===== src/radio_ctrl_consts.svh =====
//////////////////////////////////////////////////
// Settings addresses, readback indices and widths
// for the radio control core. Include wherever a
// macro is needed; the guard makes repeats harmless
//////////////////////////////////////////////////
`ifndef RADIO_CTRL_CONSTS_SVH
`define RADIO_CTRL_CONSTS_SVH

// Settings bus widths
`define SET_ADDR_W 8
`define SET_DATA_W 32

// Setting register bases, offsets are added locally
`define SR_MISC   8'd0
`define SR_TIME64 8'd10

// Readback index width and word indices
`define RB_ADDR_W  4
`define RB_SIMMODE 4'd9
`define RB_TIME_HI 4'd10
`define RB_TIME_LO 4'd11
`define RB_COMPAT  4'd12
`define RB_PPS_HI  4'd14
`define RB_PPS_LO  4'd15

// Bump when the register map changes, major in the high half
`define COMPAT_NUM {16'd7, 16'd0}

// LEDs 1 to 4 follow hardware status out of reset
`define LED_SRC_RESET 8'b0001_1110

`endif


===== src/radio_ctrl_pkg.sv =====
//////////////////////////////////////////////////
// Types shared by the radio control RTL and its
// checker. Modules pull them in by wildcard import
//////////////////////////////////////////////////
`include "radio_ctrl_consts.svh"

package radio_ctrl_pkg;

   // One settings write, strobe qualifies the cycle
   typedef struct packed {
      logic                   stb;
      logic [`SET_ADDR_W-1:0] addr;
      logic [`SET_DATA_W-1:0] data;
   } set_bus_t;

   // Board control pins
   typedef struct packed {
      // Clock generator
      logic       clock_ready;
      logic [1:0] clk_en;
      logic [1:0] clk_sel;
      // SERDES
      logic       ser_enable;
      logic       ser_prbsen;
      logic       ser_loopen;
      logic       ser_rx_en;
      // ADC channels A and B
      logic       adc_oe_a;
      logic       adc_on_a;
      logic       adc_oe_b;
      logic       adc_on_b;
      // Ethernet PHY, active low
      logic       phy_resetn;
   } ctrl_pins_t;

   // 64-bit VITA time, seconds side in hi
   typedef struct packed {
      logic [31:0] hi;
      logic [31:0] lo;
   } vita_time_t;

endpackage


===== src/misc_ctrl_regs.sv =====
//////////////////////////////////////////////////
// Miscellaneous setting registers for the clock,
// SERDES, ADC and PHY pins, plus the LED source mux.
// Fed from the registered settings record
//////////////////////////////////////////////////
`timescale 1ns/10ps
`include "radio_ctrl_consts.svh"

module misc_ctrl_regs
   import radio_ctrl_pkg::*;
(
   input  logic       dsp_clk,
   input  logic       por_rst,
   input  set_bus_t   set_i,
   input  logic       clk_status_i,
   input  logic       serdes_link_up_i,
   input  logic       good_sync_i,
   input  logic       run_rx_i,
   input  logic       run_tx_i,
   output ctrl_pins_t ctrl_o,
   output logic [7:0] leds_o
);

   localparam logic [`SET_ADDR_W-1:0] ADDR_CLK     = `SR_MISC + 8'd0;
   localparam logic [`SET_ADDR_W-1:0] ADDR_SERDES  = `SR_MISC + 8'd1;
   localparam logic [`SET_ADDR_W-1:0] ADDR_ADC     = `SR_MISC + 8'd2;
   localparam logic [`SET_ADDR_W-1:0] ADDR_LED_SW  = `SR_MISC + 8'd3;
   localparam logic [`SET_ADDR_W-1:0] ADDR_PHY     = `SR_MISC + 8'd4;
   localparam logic [`SET_ADDR_W-1:0] ADDR_LED_SRC = `SR_MISC + 8'd6;

   logic [4:0] clock_outs;
   logic [3:0] serdes_outs;
   logic [3:0] adc_outs;
   logic       phy_reset;
   logic [7:0] led_sw;
   logic [7:0] led_src;
   logic [7:0] led_hw;

   //////////////////////////////////////////////////
   // Register decode
   always_ff @(posedge dsp_clk) begin
      if (por_rst) begin
         clock_outs  <= '0;
         serdes_outs <= '0;
         adc_outs    <= '0;
         phy_reset   <= 1'b0;
         led_sw      <= '0;
         led_src     <= `LED_SRC_RESET;
      end else if (set_i.stb) begin
         // Each register keeps only the low data bits
         case (set_i.addr)
            ADDR_CLK:     clock_outs  <= set_i.data[4:0];
            ADDR_SERDES:  serdes_outs <= set_i.data[3:0];
            ADDR_ADC:     adc_outs    <= set_i.data[3:0];
            ADDR_LED_SW:  led_sw      <= set_i.data[7:0];
            ADDR_PHY:     phy_reset   <= set_i.data[0];
            ADDR_LED_SRC: led_src     <= set_i.data[7:0];
            default:      ;
         endcase
      end
   end

   // Pin fields in the same bit order as the data word
   assign {ctrl_o.clock_ready, ctrl_o.clk_en, ctrl_o.clk_sel} = clock_outs;
   assign {ctrl_o.ser_enable, ctrl_o.ser_prbsen,
           ctrl_o.ser_loopen, ctrl_o.ser_rx_en} = serdes_outs;
   assign {ctrl_o.adc_oe_a, ctrl_o.adc_on_a,
           ctrl_o.adc_oe_b, ctrl_o.adc_on_b} = adc_outs;
   assign ctrl_o.phy_resetn = ~phy_reset;

   //////////////////////////////////////////////////
   // LEDs, source bit 1 selects hardware status
   assign led_hw = {3'b000, run_tx_i, run_rx_i, clk_status_i,
                    serdes_link_up_i & good_sync_i, 1'b0};

   assign leds_o = (led_src & led_hw) | (~led_src & led_sw);

endmodule


===== src/radio_ctrl_core.sv =====
//////////////////////////////////////////////////
// Radio slow-control and timekeeping core. Settings
// intake feeds the register bank and timekeeper,
// readback returns status and time words
//////////////////////////////////////////////////
`timescale 1ns/10ps
`include "radio_ctrl_consts.svh"

module radio_ctrl_core
   import radio_ctrl_pkg::*;
(
   input  logic                  dsp_clk,
   input  logic                  por_rst,
   input  set_bus_t              set_i,
   input  logic                  pps_i,
   input  logic [`RB_ADDR_W-1:0] rb_addr_i,
   input  logic                  sim_mode_i,
   input  logic [3:0]            clock_divider_i,
   input  logic                  clk_status_i,
   input  logic                  serdes_link_up_i,
   input  logic                  run_rx_i,
   input  logic                  run_tx_i,
   output ctrl_pins_t            ctrl_o,
   output logic [7:0]            leds_o,
   output logic [31:0]           rb_data_o,
   output logic                  pps_int_o,
   output logic                  good_sync_o
);

   set_bus_t   set_q;
   vita_time_t vita_time;
   vita_time_t vita_time_pps;
   logic       good_sync;

   settings_intake u_intake (
      .dsp_clk (dsp_clk),
      .por_rst (por_rst),
      .set_i   (set_i),
      .set_o   (set_q)
   );

   misc_ctrl_regs u_misc (
      .dsp_clk          (dsp_clk),
      .por_rst          (por_rst),
      .set_i            (set_q),
      .clk_status_i     (clk_status_i),
      .serdes_link_up_i (serdes_link_up_i),
      .good_sync_i      (good_sync),
      .run_rx_i         (run_rx_i),
      .run_tx_i         (run_tx_i),
      .ctrl_o           (ctrl_o),
      .leds_o           (leds_o)
   );

   vita_timekeeper u_time (
      .dsp_clk         (dsp_clk),
      .por_rst         (por_rst),
      .set_i           (set_q),
      .pps_i           (pps_i),
      .vita_time_o     (vita_time),
      .vita_time_pps_o (vita_time_pps),
      .pps_int_o       (pps_int_o),
      .good_sync_o     (good_sync)
   );

   status_readback u_readback (
      .dsp_clk         (dsp_clk),
      .por_rst         (por_rst),
      .rb_addr_i       (rb_addr_i),
      .sim_mode_i      (sim_mode_i),
      .clock_divider_i (clock_divider_i),
      .vita_time_i     (vita_time),
      .vita_time_pps_i (vita_time_pps),
      .rb_data_o       (rb_data_o)
   );

   assign good_sync_o = good_sync;

endmodule


===== src/settings_intake.sv =====
//////////////////////////////////////////////////
// Input stage of the settings path. Registers each
// write so all decoders see one aligned record
//////////////////////////////////////////////////
`timescale 1ns/10ps

module settings_intake
   import radio_ctrl_pkg::*;
(
   input  logic     dsp_clk,
   input  logic     por_rst,
   input  set_bus_t set_i,
   output set_bus_t set_o
);

   set_bus_t set_q;

   // Payload rides along with the strobe
   always_ff @(posedge dsp_clk) begin
      set_q.addr <= set_i.addr;
      set_q.data <= set_i.data;
   end

   // Strobe is the only control bit here
   always_ff @(posedge dsp_clk) begin
      if (por_rst) begin
         set_q.stb <= 1'b0;
      end else begin
         set_q.stb <= set_i.stb;
      end
   end

   assign set_o = set_q;

endmodule


===== src/status_readback.sv =====
//////////////////////////////////////////////////
// Registered readback mux. The word for rb_addr_i
// shows on rb_data_o one cycle later
//////////////////////////////////////////////////
`timescale 1ns/10ps
`include "radio_ctrl_consts.svh"

module status_readback
   import radio_ctrl_pkg::*;
(
   input  logic                  dsp_clk,
   input  logic                  por_rst,
   input  logic [`RB_ADDR_W-1:0] rb_addr_i,
   input  logic                  sim_mode_i,
   input  logic [3:0]            clock_divider_i,
   input  vita_time_t            vita_time_i,
   input  vita_time_t            vita_time_pps_i,
   output logic [31:0]           rb_data_o
);

   logic [31:0] rb_word;
   logic [31:0] rb_q;

   // Word select, unlisted indices read zero
   always_comb begin
      case (rb_addr_i)
         `RB_SIMMODE: rb_word = {sim_mode_i, 27'd0, clock_divider_i};
         `RB_TIME_HI: rb_word = vita_time_i.hi;
         `RB_TIME_LO: rb_word = vita_time_i.lo;
         `RB_COMPAT:  rb_word = `COMPAT_NUM;
         `RB_PPS_HI:  rb_word = vita_time_pps_i.hi;
         `RB_PPS_LO:  rb_word = vita_time_pps_i.lo;
         default:     rb_word = 32'd0;
      endcase
   end

   always_ff @(posedge dsp_clk) begin
      if (por_rst) begin
         rb_q <= 32'd0;
      end else begin
         rb_q <= rb_word;
      end
   end

   assign rb_data_o = rb_q;

endmodule


===== src/vita_timekeeper.sv =====
//////////////////////////////////////////////////
// Free-running 64-bit VITA time with software load.
// PPS is synchronised and its rising edge latches
// the time and raises the sticky sync flag
//////////////////////////////////////////////////
`timescale 1ns/10ps
`include "radio_ctrl_consts.svh"

module vita_timekeeper
   import radio_ctrl_pkg::*;
(
   input  logic       dsp_clk,
   input  logic       por_rst,
   input  set_bus_t   set_i,
   input  logic       pps_i,
   output vita_time_t vita_time_o,
   output vita_time_t vita_time_pps_o,
   output logic       pps_int_o,
   output logic       good_sync_o
);

   localparam logic [`SET_ADDR_W-1:0] ADDR_TIME_HI = `SR_TIME64 + 8'd0;
   localparam logic [`SET_ADDR_W-1:0] ADDR_TIME_LO = `SR_TIME64 + 8'd1;

   logic [63:0] time_cnt;
   logic [63:0] time_pps;
   logic [31:0] pending_hi;
   logic        load_lo;
   logic        pps_meta;
   logic        pps_sync;
   logic        pps_dly;
   logic        pps_edge;
   logic        pps_int_q;
   logic        good_sync_q;

   assign load_lo = set_i.stb && (set_i.addr == ADDR_TIME_LO);

   // High word waits here until the low word arrives
   always_ff @(posedge dsp_clk) begin
      if (set_i.stb && (set_i.addr == ADDR_TIME_HI)) begin
         pending_hi <= set_i.data;
      end
   end

   //////////////////////////////////////////////////
   // Time counter
   always_ff @(posedge dsp_clk) begin
      if (por_rst) begin
         time_cnt <= '0;
      end else if (load_lo) begin
         time_cnt <= {pending_hi, set_i.data};
      end else begin
         time_cnt <= time_cnt + 64'd1;
      end
   end

   //////////////////////////////////////////////////
   // PPS sync, edge detect and capture
   assign pps_edge = pps_sync & ~pps_dly;

   always_ff @(posedge dsp_clk) begin
      if (por_rst) begin
         pps_meta    <= 1'b0;
         pps_sync    <= 1'b0;
         pps_dly     <= 1'b0;
         pps_int_q   <= 1'b0;
         good_sync_q <= 1'b0;
         time_pps    <= '0;
      end else begin
         pps_meta    <= pps_i;
         pps_sync    <= pps_meta;
         pps_dly     <= pps_sync;
         pps_int_q   <= pps_edge;
         // Stays set until the next reset
         good_sync_q <= good_sync_q | pps_edge;
         if (pps_edge) begin
            time_pps <= time_cnt;
         end
      end
   end

   assign vita_time_o     = time_cnt;
   assign vita_time_pps_o = time_pps;
   assign pps_int_o       = pps_int_q;
   assign good_sync_o     = good_sync_q;

endmodule


===== config.mk =====
export PLATFORM = sky130hd
export DESIGN_NAME = radio_ctrl_core
export DESIGN_NICKNAME = d
export VERILOG_FILES = /design/src/radio_ctrl_pkg.sv /design/src/misc_ctrl_regs.sv /design/src/radio_ctrl_core.sv /design/src/settings_intake.sv /design/src/status_readback.sv /design/src/vita_timekeeper.sv
export VERILOG_INCLUDE_DIRS = /design/src /design/src/src
export SDC_FILE = /design/constraint.sdc
export NUM_CORES = 1
export LEC_CHECK = 0
export ABC_AREA = 1
export BUFFER_PORTS_ARGS = -buffer_cell sky130_fd_sc_hd__buf_2
export CAP_MARGIN = 20
export CORE_ASPECT_RATIO = 1.1
export CORE_UTILIZATION = 59
export DETAILED_ROUTE_END_ITERATION = 12
export PLACE_DENSITY = 0.85
export SLEW_MARGIN = 10
export SYNTH_ARGS = -nofsm -noshare
export SYNTH_HDL_FRONTEND = slang
export SYNTH_SLANG_ARGS = --single-unit

===== constraint.sdc =====
create_clock -name dsp_clk -period 5.2 [get_ports dsp_clk]
set_clock_uncertainty 0.2 [all_clocks]
set_input_delay 0.26 -clock dsp_clk [delete_from_list [all_inputs] [get_ports dsp_clk]]
set_output_delay 0.26 -clock dsp_clk [all_outputs]
set_load 0.02 [all_outputs]

==> results by group, run 1 <==
Global routing
  • First-pass GRT wire length: around 53,000 um
  • Initial antenna violation count: 0
  • Pin count of the biggest net entering global routing: 113
  • GR Util All Layers: 34.63%
  • Total global routing overflow: 0
  • Vias in the first global route: 10,070

Cells and area
  • Area growth syn-to-layout: 17.43%
  • Nets@finish: 1,700
  • Antenna diodes: 0
  • Util after Layout: 71.53%
  • Fillers: 1,489
  • Share of layout cells above drive strength 1: 11.38%

Outcome
  • Status: completed

Timing
  • Final TNS setup: 0 ns
  • # setup viols final: 0
  • Fin crit share: 54.78%
  • Hold Vio Cnt, Final: 0
  • Headroom to the max-slew limit: 32.72%
  • RSZ-0062 raised after global routing: no
  • Hold_ws: 0.03885 ns
  • Final Max Tran Viols: 0
  • Actual slew at the worst max-slew pin: 1.006 ns
  • Fin crit period: 2.849 ns
  • Fmax: roughly 0.35 GHz

Logic synthesis
  • Yosys warnings: 0
  • Post-Synth Simple-Gate Area: 23.35%
  • Cells after Synth: between 1,500 and 2,000
  • Post-synthesis mux area share: 0%
  • Syn_area_per_cell: 7.511 sq um
  • Synth cell count leaders: 324 x nand2_1, 236 x dfxtp_1, 203 x nor2_1, 181 x inv_1, 165 x o21ai_0
  • Seq cells post-synth: roughly 270
  • Post-synth EDFFs: 32
  • Dominant synthesized flop cell: dfxtp_1
  • Synth Area in XOR/XNOR: ~2.2%
  • Largest family of logic cells by synthesized area: simple AND/OR/NAND/NOR gates
  • Post-synthesis adder-cell area fraction: 0.1104%
  • Synth Area in Compound Gates: 15.95%
  • Yosys top cell area share: about two fifths
  • Mapped Area: 11,330 sq um
  • Synth cell types: 34
  • Most frequent cell after synthesis: nand2_1
  • Largest cells by area after synthesis: dfxtp_1 42%, nand2_1 11%, edfxtp_1 8.5%, o21ai_0 7.3%, nor2_1 6.7%
  • Register area share after synthesis: 50.16%
  • Yosys top cell by area: dfxtp_1
  • Post-synthesis net count: 1,567
  • FFs w/ async S/R, synth: 0%

Setup path
  • Reg2Reg Launch Point: u_intake.set_o[37]$_DFF_P_
  • Worst path max stage delay: 0.81 ns
  • Critical Path Source Type: register
  • Critical Path End Type: register
  • Worst Path Required: ~5.5 ns
  • WS Path Type: register to register
  • WP data arrival: 3.11 ns
  • CP Max Fanout: 62
  • Crit path from: u_intake.set_o[37]$_DFF_P_
  • CP max-delay cell: inv_1
  • Cell Chain, Critical Path: nor2_1 -> nand2_1 -> nor3_1 -> nand2_2 -> inv_1 -> o21ai_0 -> a21oi_1

Placed design
  • Final GP Congestion: 0.9501
  • Final HPWL DP: 22,840 um
  • I/O Buffers: 112

Die
  • Die Footprint: 19,770 sq um
  • I/O pin count: approximately 110
  • Initial Utilization: 60.91%
  • Row cnt: 52
  • DIE WIDTH: 134.2 um
  • Core area: 18,610 sq um
  • Die Y-Extent: 147.4 um

Detailed routing
  • Per-cell routed wire length: ~18 um
  • Iter 0 DRT Violations: 1,188
  • Via Count: between 10,000 and 15,000
  • Vias per cell: 5.621
  • Post-Route WL: ~34,000 um
  • DRC errors left: 0
  • Pre-antenna DRT Iters: 6
  • ANT nets after route: 0

Clock network
  • Clk slew on worst S/H paths: 0.06 ns
  • TritonCTS clock tree: built
  • Max Buffers Root-to-Sink: 3
  • Sink Count: about 270
  • H-Tree Depth: 1
  • CTS Buf Count: 26
  • Post-CTS sizing: 0
  • Clk_lat worst skew: 0.54 ns
  • Root Driver: clkbuf_16

Min path
  • HP Class: input pin to register
  • Hold path startpoint: clock_divider_i[0]

Pwr
  • Leakage: between 5 and 6 nW
  • PwrDens: around 310 nW/um^2
  • Maximum VDD drop: 0.3236 mV
  • Final total power: 4.181 mW

Flow run
  • MaxCap Viol Count: 0
per-layer routing:
metal	vias up	track usage, %	share of wire, %
li1	5151	-	-
met1	4964	47.22	41
met2	525	56.53	46
met3	63	5.933	9.8
met4	0	10.06	2.5
met5	-	0	0
power breakdown:
group / internal [mW] / total [mW] / switching (mW)
combinational: 0.0736 / 0.180 / 0.106
clock: 1.04 / 1.83 / 0.789
sequential: 2.14 / 2.17 / 0.0319
placed cells by master, fill, tap and decap left out, types with 2 or more instances in the layout:
master,n
a211oi_1,2
a21oi_1,86
a31oi_1,14
a41oi_1,14
buf_2,112
buf_4,6
buf_8,2
clkbuf_1,11
clkbuf_16,28
clkbuf_8,4
clkinv_1,2
clkinv_2,4
dfxtp_1,236
dlygate4sd3_1,44
edfxtp_1,32
inv_1,180
nand2_1,323
nand2_2,12
nand3_1,63
nand3b_1,3
nand4_1,13
nor2_1,202
nor2_2,9
nor2_4,6
nor3_1,2
nor3_2,2
o211ai_1,8
o21ai_0,165
o21ai_1,13
o21bai_1,15
o22ai_1,13
xnor2_1,9
xor2_1,20
per-stage QoR:
step | setup WS [ns] | instances | instance area [sq um]
final | 2.351 | 1904 | 13310
after global routing | 2.011 | 1904 | 13310
after CTS | 2.454 | 1902 | 13280
after detailed placement | 2.500 | 1811 | 12020
after global placement | 2.548 | 1811 | 12020
after floorplan | 0.6172 | 1509 | 11330
worst paths after layout:
check | end | slack [ns] | depth (start not counted)
hold reg to reg | u_time.pps_sync$_SDFF_PP0_ | 0.21 | 2
hold / removal | u_readback.rb_data_o[0]$_SDFF_PP0_ | 0.04 | 5
setup reg to reg | u_time.vita_time_o[4]$_SDFF_PP0_ | 2.35 | 7
setup / recovery | u_time.vita_time_o[4]$_SDFF_PP0_ | 2.35 | 7
final cells by class:
cell class | count | area [sq um] | share of cell area, %
inverter | 183 | 688.2 | 5.170
tap | 243 | 304.0 | 2.284
sequential | 268 | 5685 | 42.71
timing repair buffer | 164 | 1076 | 8.084
clock buffer | 43 | 797.0 | 5.988
multi-input combinational | 999 | 4737 | 35.59
clock inverter | 4 | 22.52 | 0.1692
worst max-delay path: cells and delay by family, from the launching register on:
family                 cells  cell delay (ns)
AO/OA/AOI/OAI              2             0.30
buffers and inverters      1             0.81
flip-flops                 1             0.31
AND/OR/NAND/NOR            4             1.15
timing repair:
action,CTS,global route
setup endpoints to repair,0,0
endpoints found under the hold margin,44,0
buffers inserted,0,0
hold buffers,44,0
registers in the layout (all words and copies together), names as in the netlist:
name	flops
u_intake.set_o	41
u_misc.adc_outs	4
u_misc.clock_outs	5
u_misc.led_src	8
u_misc.led_sw	8
u_misc.phy_reset	1
u_misc.serdes_outs	4
u_readback.rb_data_o	32
u_time.good_sync_o	1
u_time.pending_hi	32
u_time.pps_dly	1
u_time.pps_int_o	1
u_time.pps_meta	1
u_time.pps_sync	1
u_time.vita_time_o	64
u_time.vita_time_pps_o	64
cells by family after synthesis:
group	Yosys count
buffers and inverters	242
flip-flops	268
XOR/XNOR	29
adder cells (fa/ha/maj)	1
AND/OR/NAND/NOR	638
AO/OA/AOI/OAI	331
Note: power is estimated with default switching activity, not from simulation.
==> run 2, diff against run 1 <==
clock period = 2.9 ns   (was 5.2 ns; I/O delays follow)
==> run 2 against run 1 <==
Combinational power rose by 96%. Hold slack got worse by 0.023 ns. Register-to-register slack worse by 1.7 ns. Clock power increased by 89%.
==> results by group, run 2 (synthesized netlist as in run 1, its figures left out) <==
Timing
  • # setup viols final: 0 (unchanged)
  • Fin crit period: 2.466 ns
  • Hold Vio Cnt, Final: 0 (unchanged)
  • Fmax: ~0.41 GHz
  • Fin crit share: 85.03%
  • RSZ-0062 raised after global routing: no (unchanged)
  • Headroom to the max-slew limit: 38.25% (was 32.72%)
  • Final TNS setup: 0 ns (unchanged)
  • Final Max Tran Viols: 0 (unchanged)
  • Actual slew at the worst max-slew pin: 0.9263 ns (was 1.006 ns)

Detailed routing
  • Via Count: 11,020 (was 10,700)
  • Pre-antenna DRT Iters: 6 (unchanged)
  • ANT nets after route: 0 (unchanged)
  • Iter 0 DRT Violations: 1,099 (was 1,188)
  • Vias per cell: 5.722 (was 5.621)
  • Post-Route WL: 35,950 um (was 34,030 um)
  • DRC errors left: 0 (unchanged)
  • Per-cell routed wire length: 18.66 um (was 17.87 um)

Cells and area
  • Multi-input gate area: 4746 sq um (was 4737 sq um)
  • Share of layout cells above drive strength 1: 12.48% (was 11.38%)
  • Total area of sequential cells: 5685 sq um (unchanged)
  • Commonest cells after routing, fill and taps aside: 323 x nand2_1, 236 x dfxtp_1, 202 x nor2_1 (unchanged)
  • Nets@finish: 1,721 (was 1,700)
  • Fin cells: 1,926 (was 1,904)
  • Area growth syn-to-layout: 19.63% (was 17.43%)
  • Most common cell after layout, fill and taps aside: nand2_1 (unchanged)
  • Antenna diodes: 0 (unchanged)
  • Fillers: 1,470 (was 1,489)

Clock network
  • Clk slew on worst S/H paths: 0.06 ns (about the same)
  • Root Driver: clkbuf_16 (unchanged)
  • CTS Buf Count: 27 (was 26)
  • TritonCTS clock tree: built (unchanged)
  • Sink Count: 268 (unchanged)
  • Max Buffers Root-to-Sink: 3 (unchanged)
  • Post-CTS sizing: 0 (unchanged)
  • Clk_lat worst skew: 0.54 ns (about the same)
  • H-Tree Depth: 1 (unchanged)

Die
  • Initial Utilization: 60.91% (unchanged)
  • DIE WIDTH: 134.2 um (unchanged)
  • Core area: 18,610 sq um (unchanged)
  • I/O pin count: 113 (unchanged)
  • Die Footprint: 19,770 sq um (unchanged)
  • Die Y-Extent: 147.4 um (unchanged)
  • Row cnt: 52 (unchanged)

Setup path
  • WP data arrival: 2.75 ns (was 3.11 ns)
  • WS Path Type: input pin to register (was register to register)
  • Worst Path Required: 3.19 ns (was 5.46 ns)
  • Critical Path Source Type: input pin (was register)
  • Critical Path End Type: register (unchanged)
  • CP Max Fanout: 19 (was 62)

Global routing
  • Initial antenna violation count: 0 (unchanged)
  • Total global routing overflow: 0 (unchanged)
  • Pin count of the biggest net entering global routing: 113 (unchanged)
  • First-pass GRT wire length: 55,660 um (was 53,340 um)
  • GR Util All Layers: 36.23% (was 34.63%)
  • Vias in the first global route: 10,400 (was 10,070)

Placed design
  • Final GP Congestion: 1.032 (was 0.9501)
  • Dpl cells: 1,825 (was 1,811)
  • I/O Buffers: 112 (unchanged)
  • Final HPWL DP: 24,680 um (was 22,840 um)

Min path
  • HP Class: input pin to register (unchanged)

Pwr
  • PwrDens: 567.5 nW/um^2 (was 314.2 nW/um^2)
  • Final total power: 7.695 mW (was 4.181 mW)
  • Maximum VDD drop: 0.7120 mV (was 0.3236 mV)
  • Leakage: 5.680 nW (was 5.521 nW)

Flow run
  • MaxCap Viol Count: 0 (unchanged)

Outcome
  • Status: completed (unchanged)
run 2: cell types whose count changed in the layout (fill, tap and decap cells not counted), sizes merged:
cell         before  now
buf             120  132
bufinv            0    1
clkbuf           43   36
clkinv            6   14
clkinvlp          1    0
dlygate4sd3      44   52
inv             180  181
run 2: path summary, 6_finish.rpt:
path / end / from / slack [ns] / cells past startpoint
worst max-delay path: u_readback.rb_data_o[2]$_SDFF_PP0_ / rb_addr_i[2] / 0.43 / 9
worst min register to register: u_time.pending_hi[25]$_DFFE_PP_ / u_intake.set_o[25]$_DFF_P_ / 0.22 / 0
worst min-delay path: u_readback.rb_data_o[31]$_SDFF_PP0_ / rb_addr_i[0] / 0.02 / 5
worst max register to register: u_readback.rb_data_o[2]$_SDFF_PP0_ / u_time.vita_time_o[34]$_SDFF_PP0_ / 0.64 / 6
run 2: report_power, final:
group | internal (mW) | switching [mW]
registers | 3.84 | 0.0578
logic | 0.144 | 0.208
clock network | 1.98 | 1.46
run 2: cell type report:
type                    instances  share of cell area [%]
flip-flops and latches        268                   41.93
multi-input cells             999                   35.00
repair buffers                184                   9.264
clock buffers                  36                   5.767
inverters                     183                   5.075
well taps                     243                   2.242
clock inverters                13                  0.7198
run 2: metal layers:
metal | up-vias | routed length, um | track usage [%]
met3 | 84 | 3751 | 6.344
met4 | 0 | 916 | 10.34
met1 | 5106 | 14450 | 49.33
met5 | - | 0 | 0
li1 | 5186 | - | -
met2 | 644 | 16830 | 59.17
run 2: repair_timing:
action	4_1_cts	5_1_grt
hold buffers	52	0
hold endpoints to repair	52	0
buffers inserted	0	0
run 2: critical path, cell delays in order:
cell and delay, ns:
buf_2 0.10, nor2_1 0.16, buf_4 0.29, nand2_1 0.44, o22ai_1 0.33, dlygate4sd3_1 0.60
nor2_1 0.04, nor2_1 0.08, dlygate4sd3_1 0.55
run 2: per-stage QoR:
stage	hold WS (ns)	setup WS [ns]	utilization, %	instance area [sq um]
floorplan	-0.02728	0.3692	-	11350
global placement	0.04683	0.7468	65.34	12160
detailed placement	0.04856	0.7701	65.34	12160
CTS	0.01857	0.4941	72.87	13560
global route	0.02852	0.3375	72.87	13560
finish	0.01548	0.4340	72.87	13560
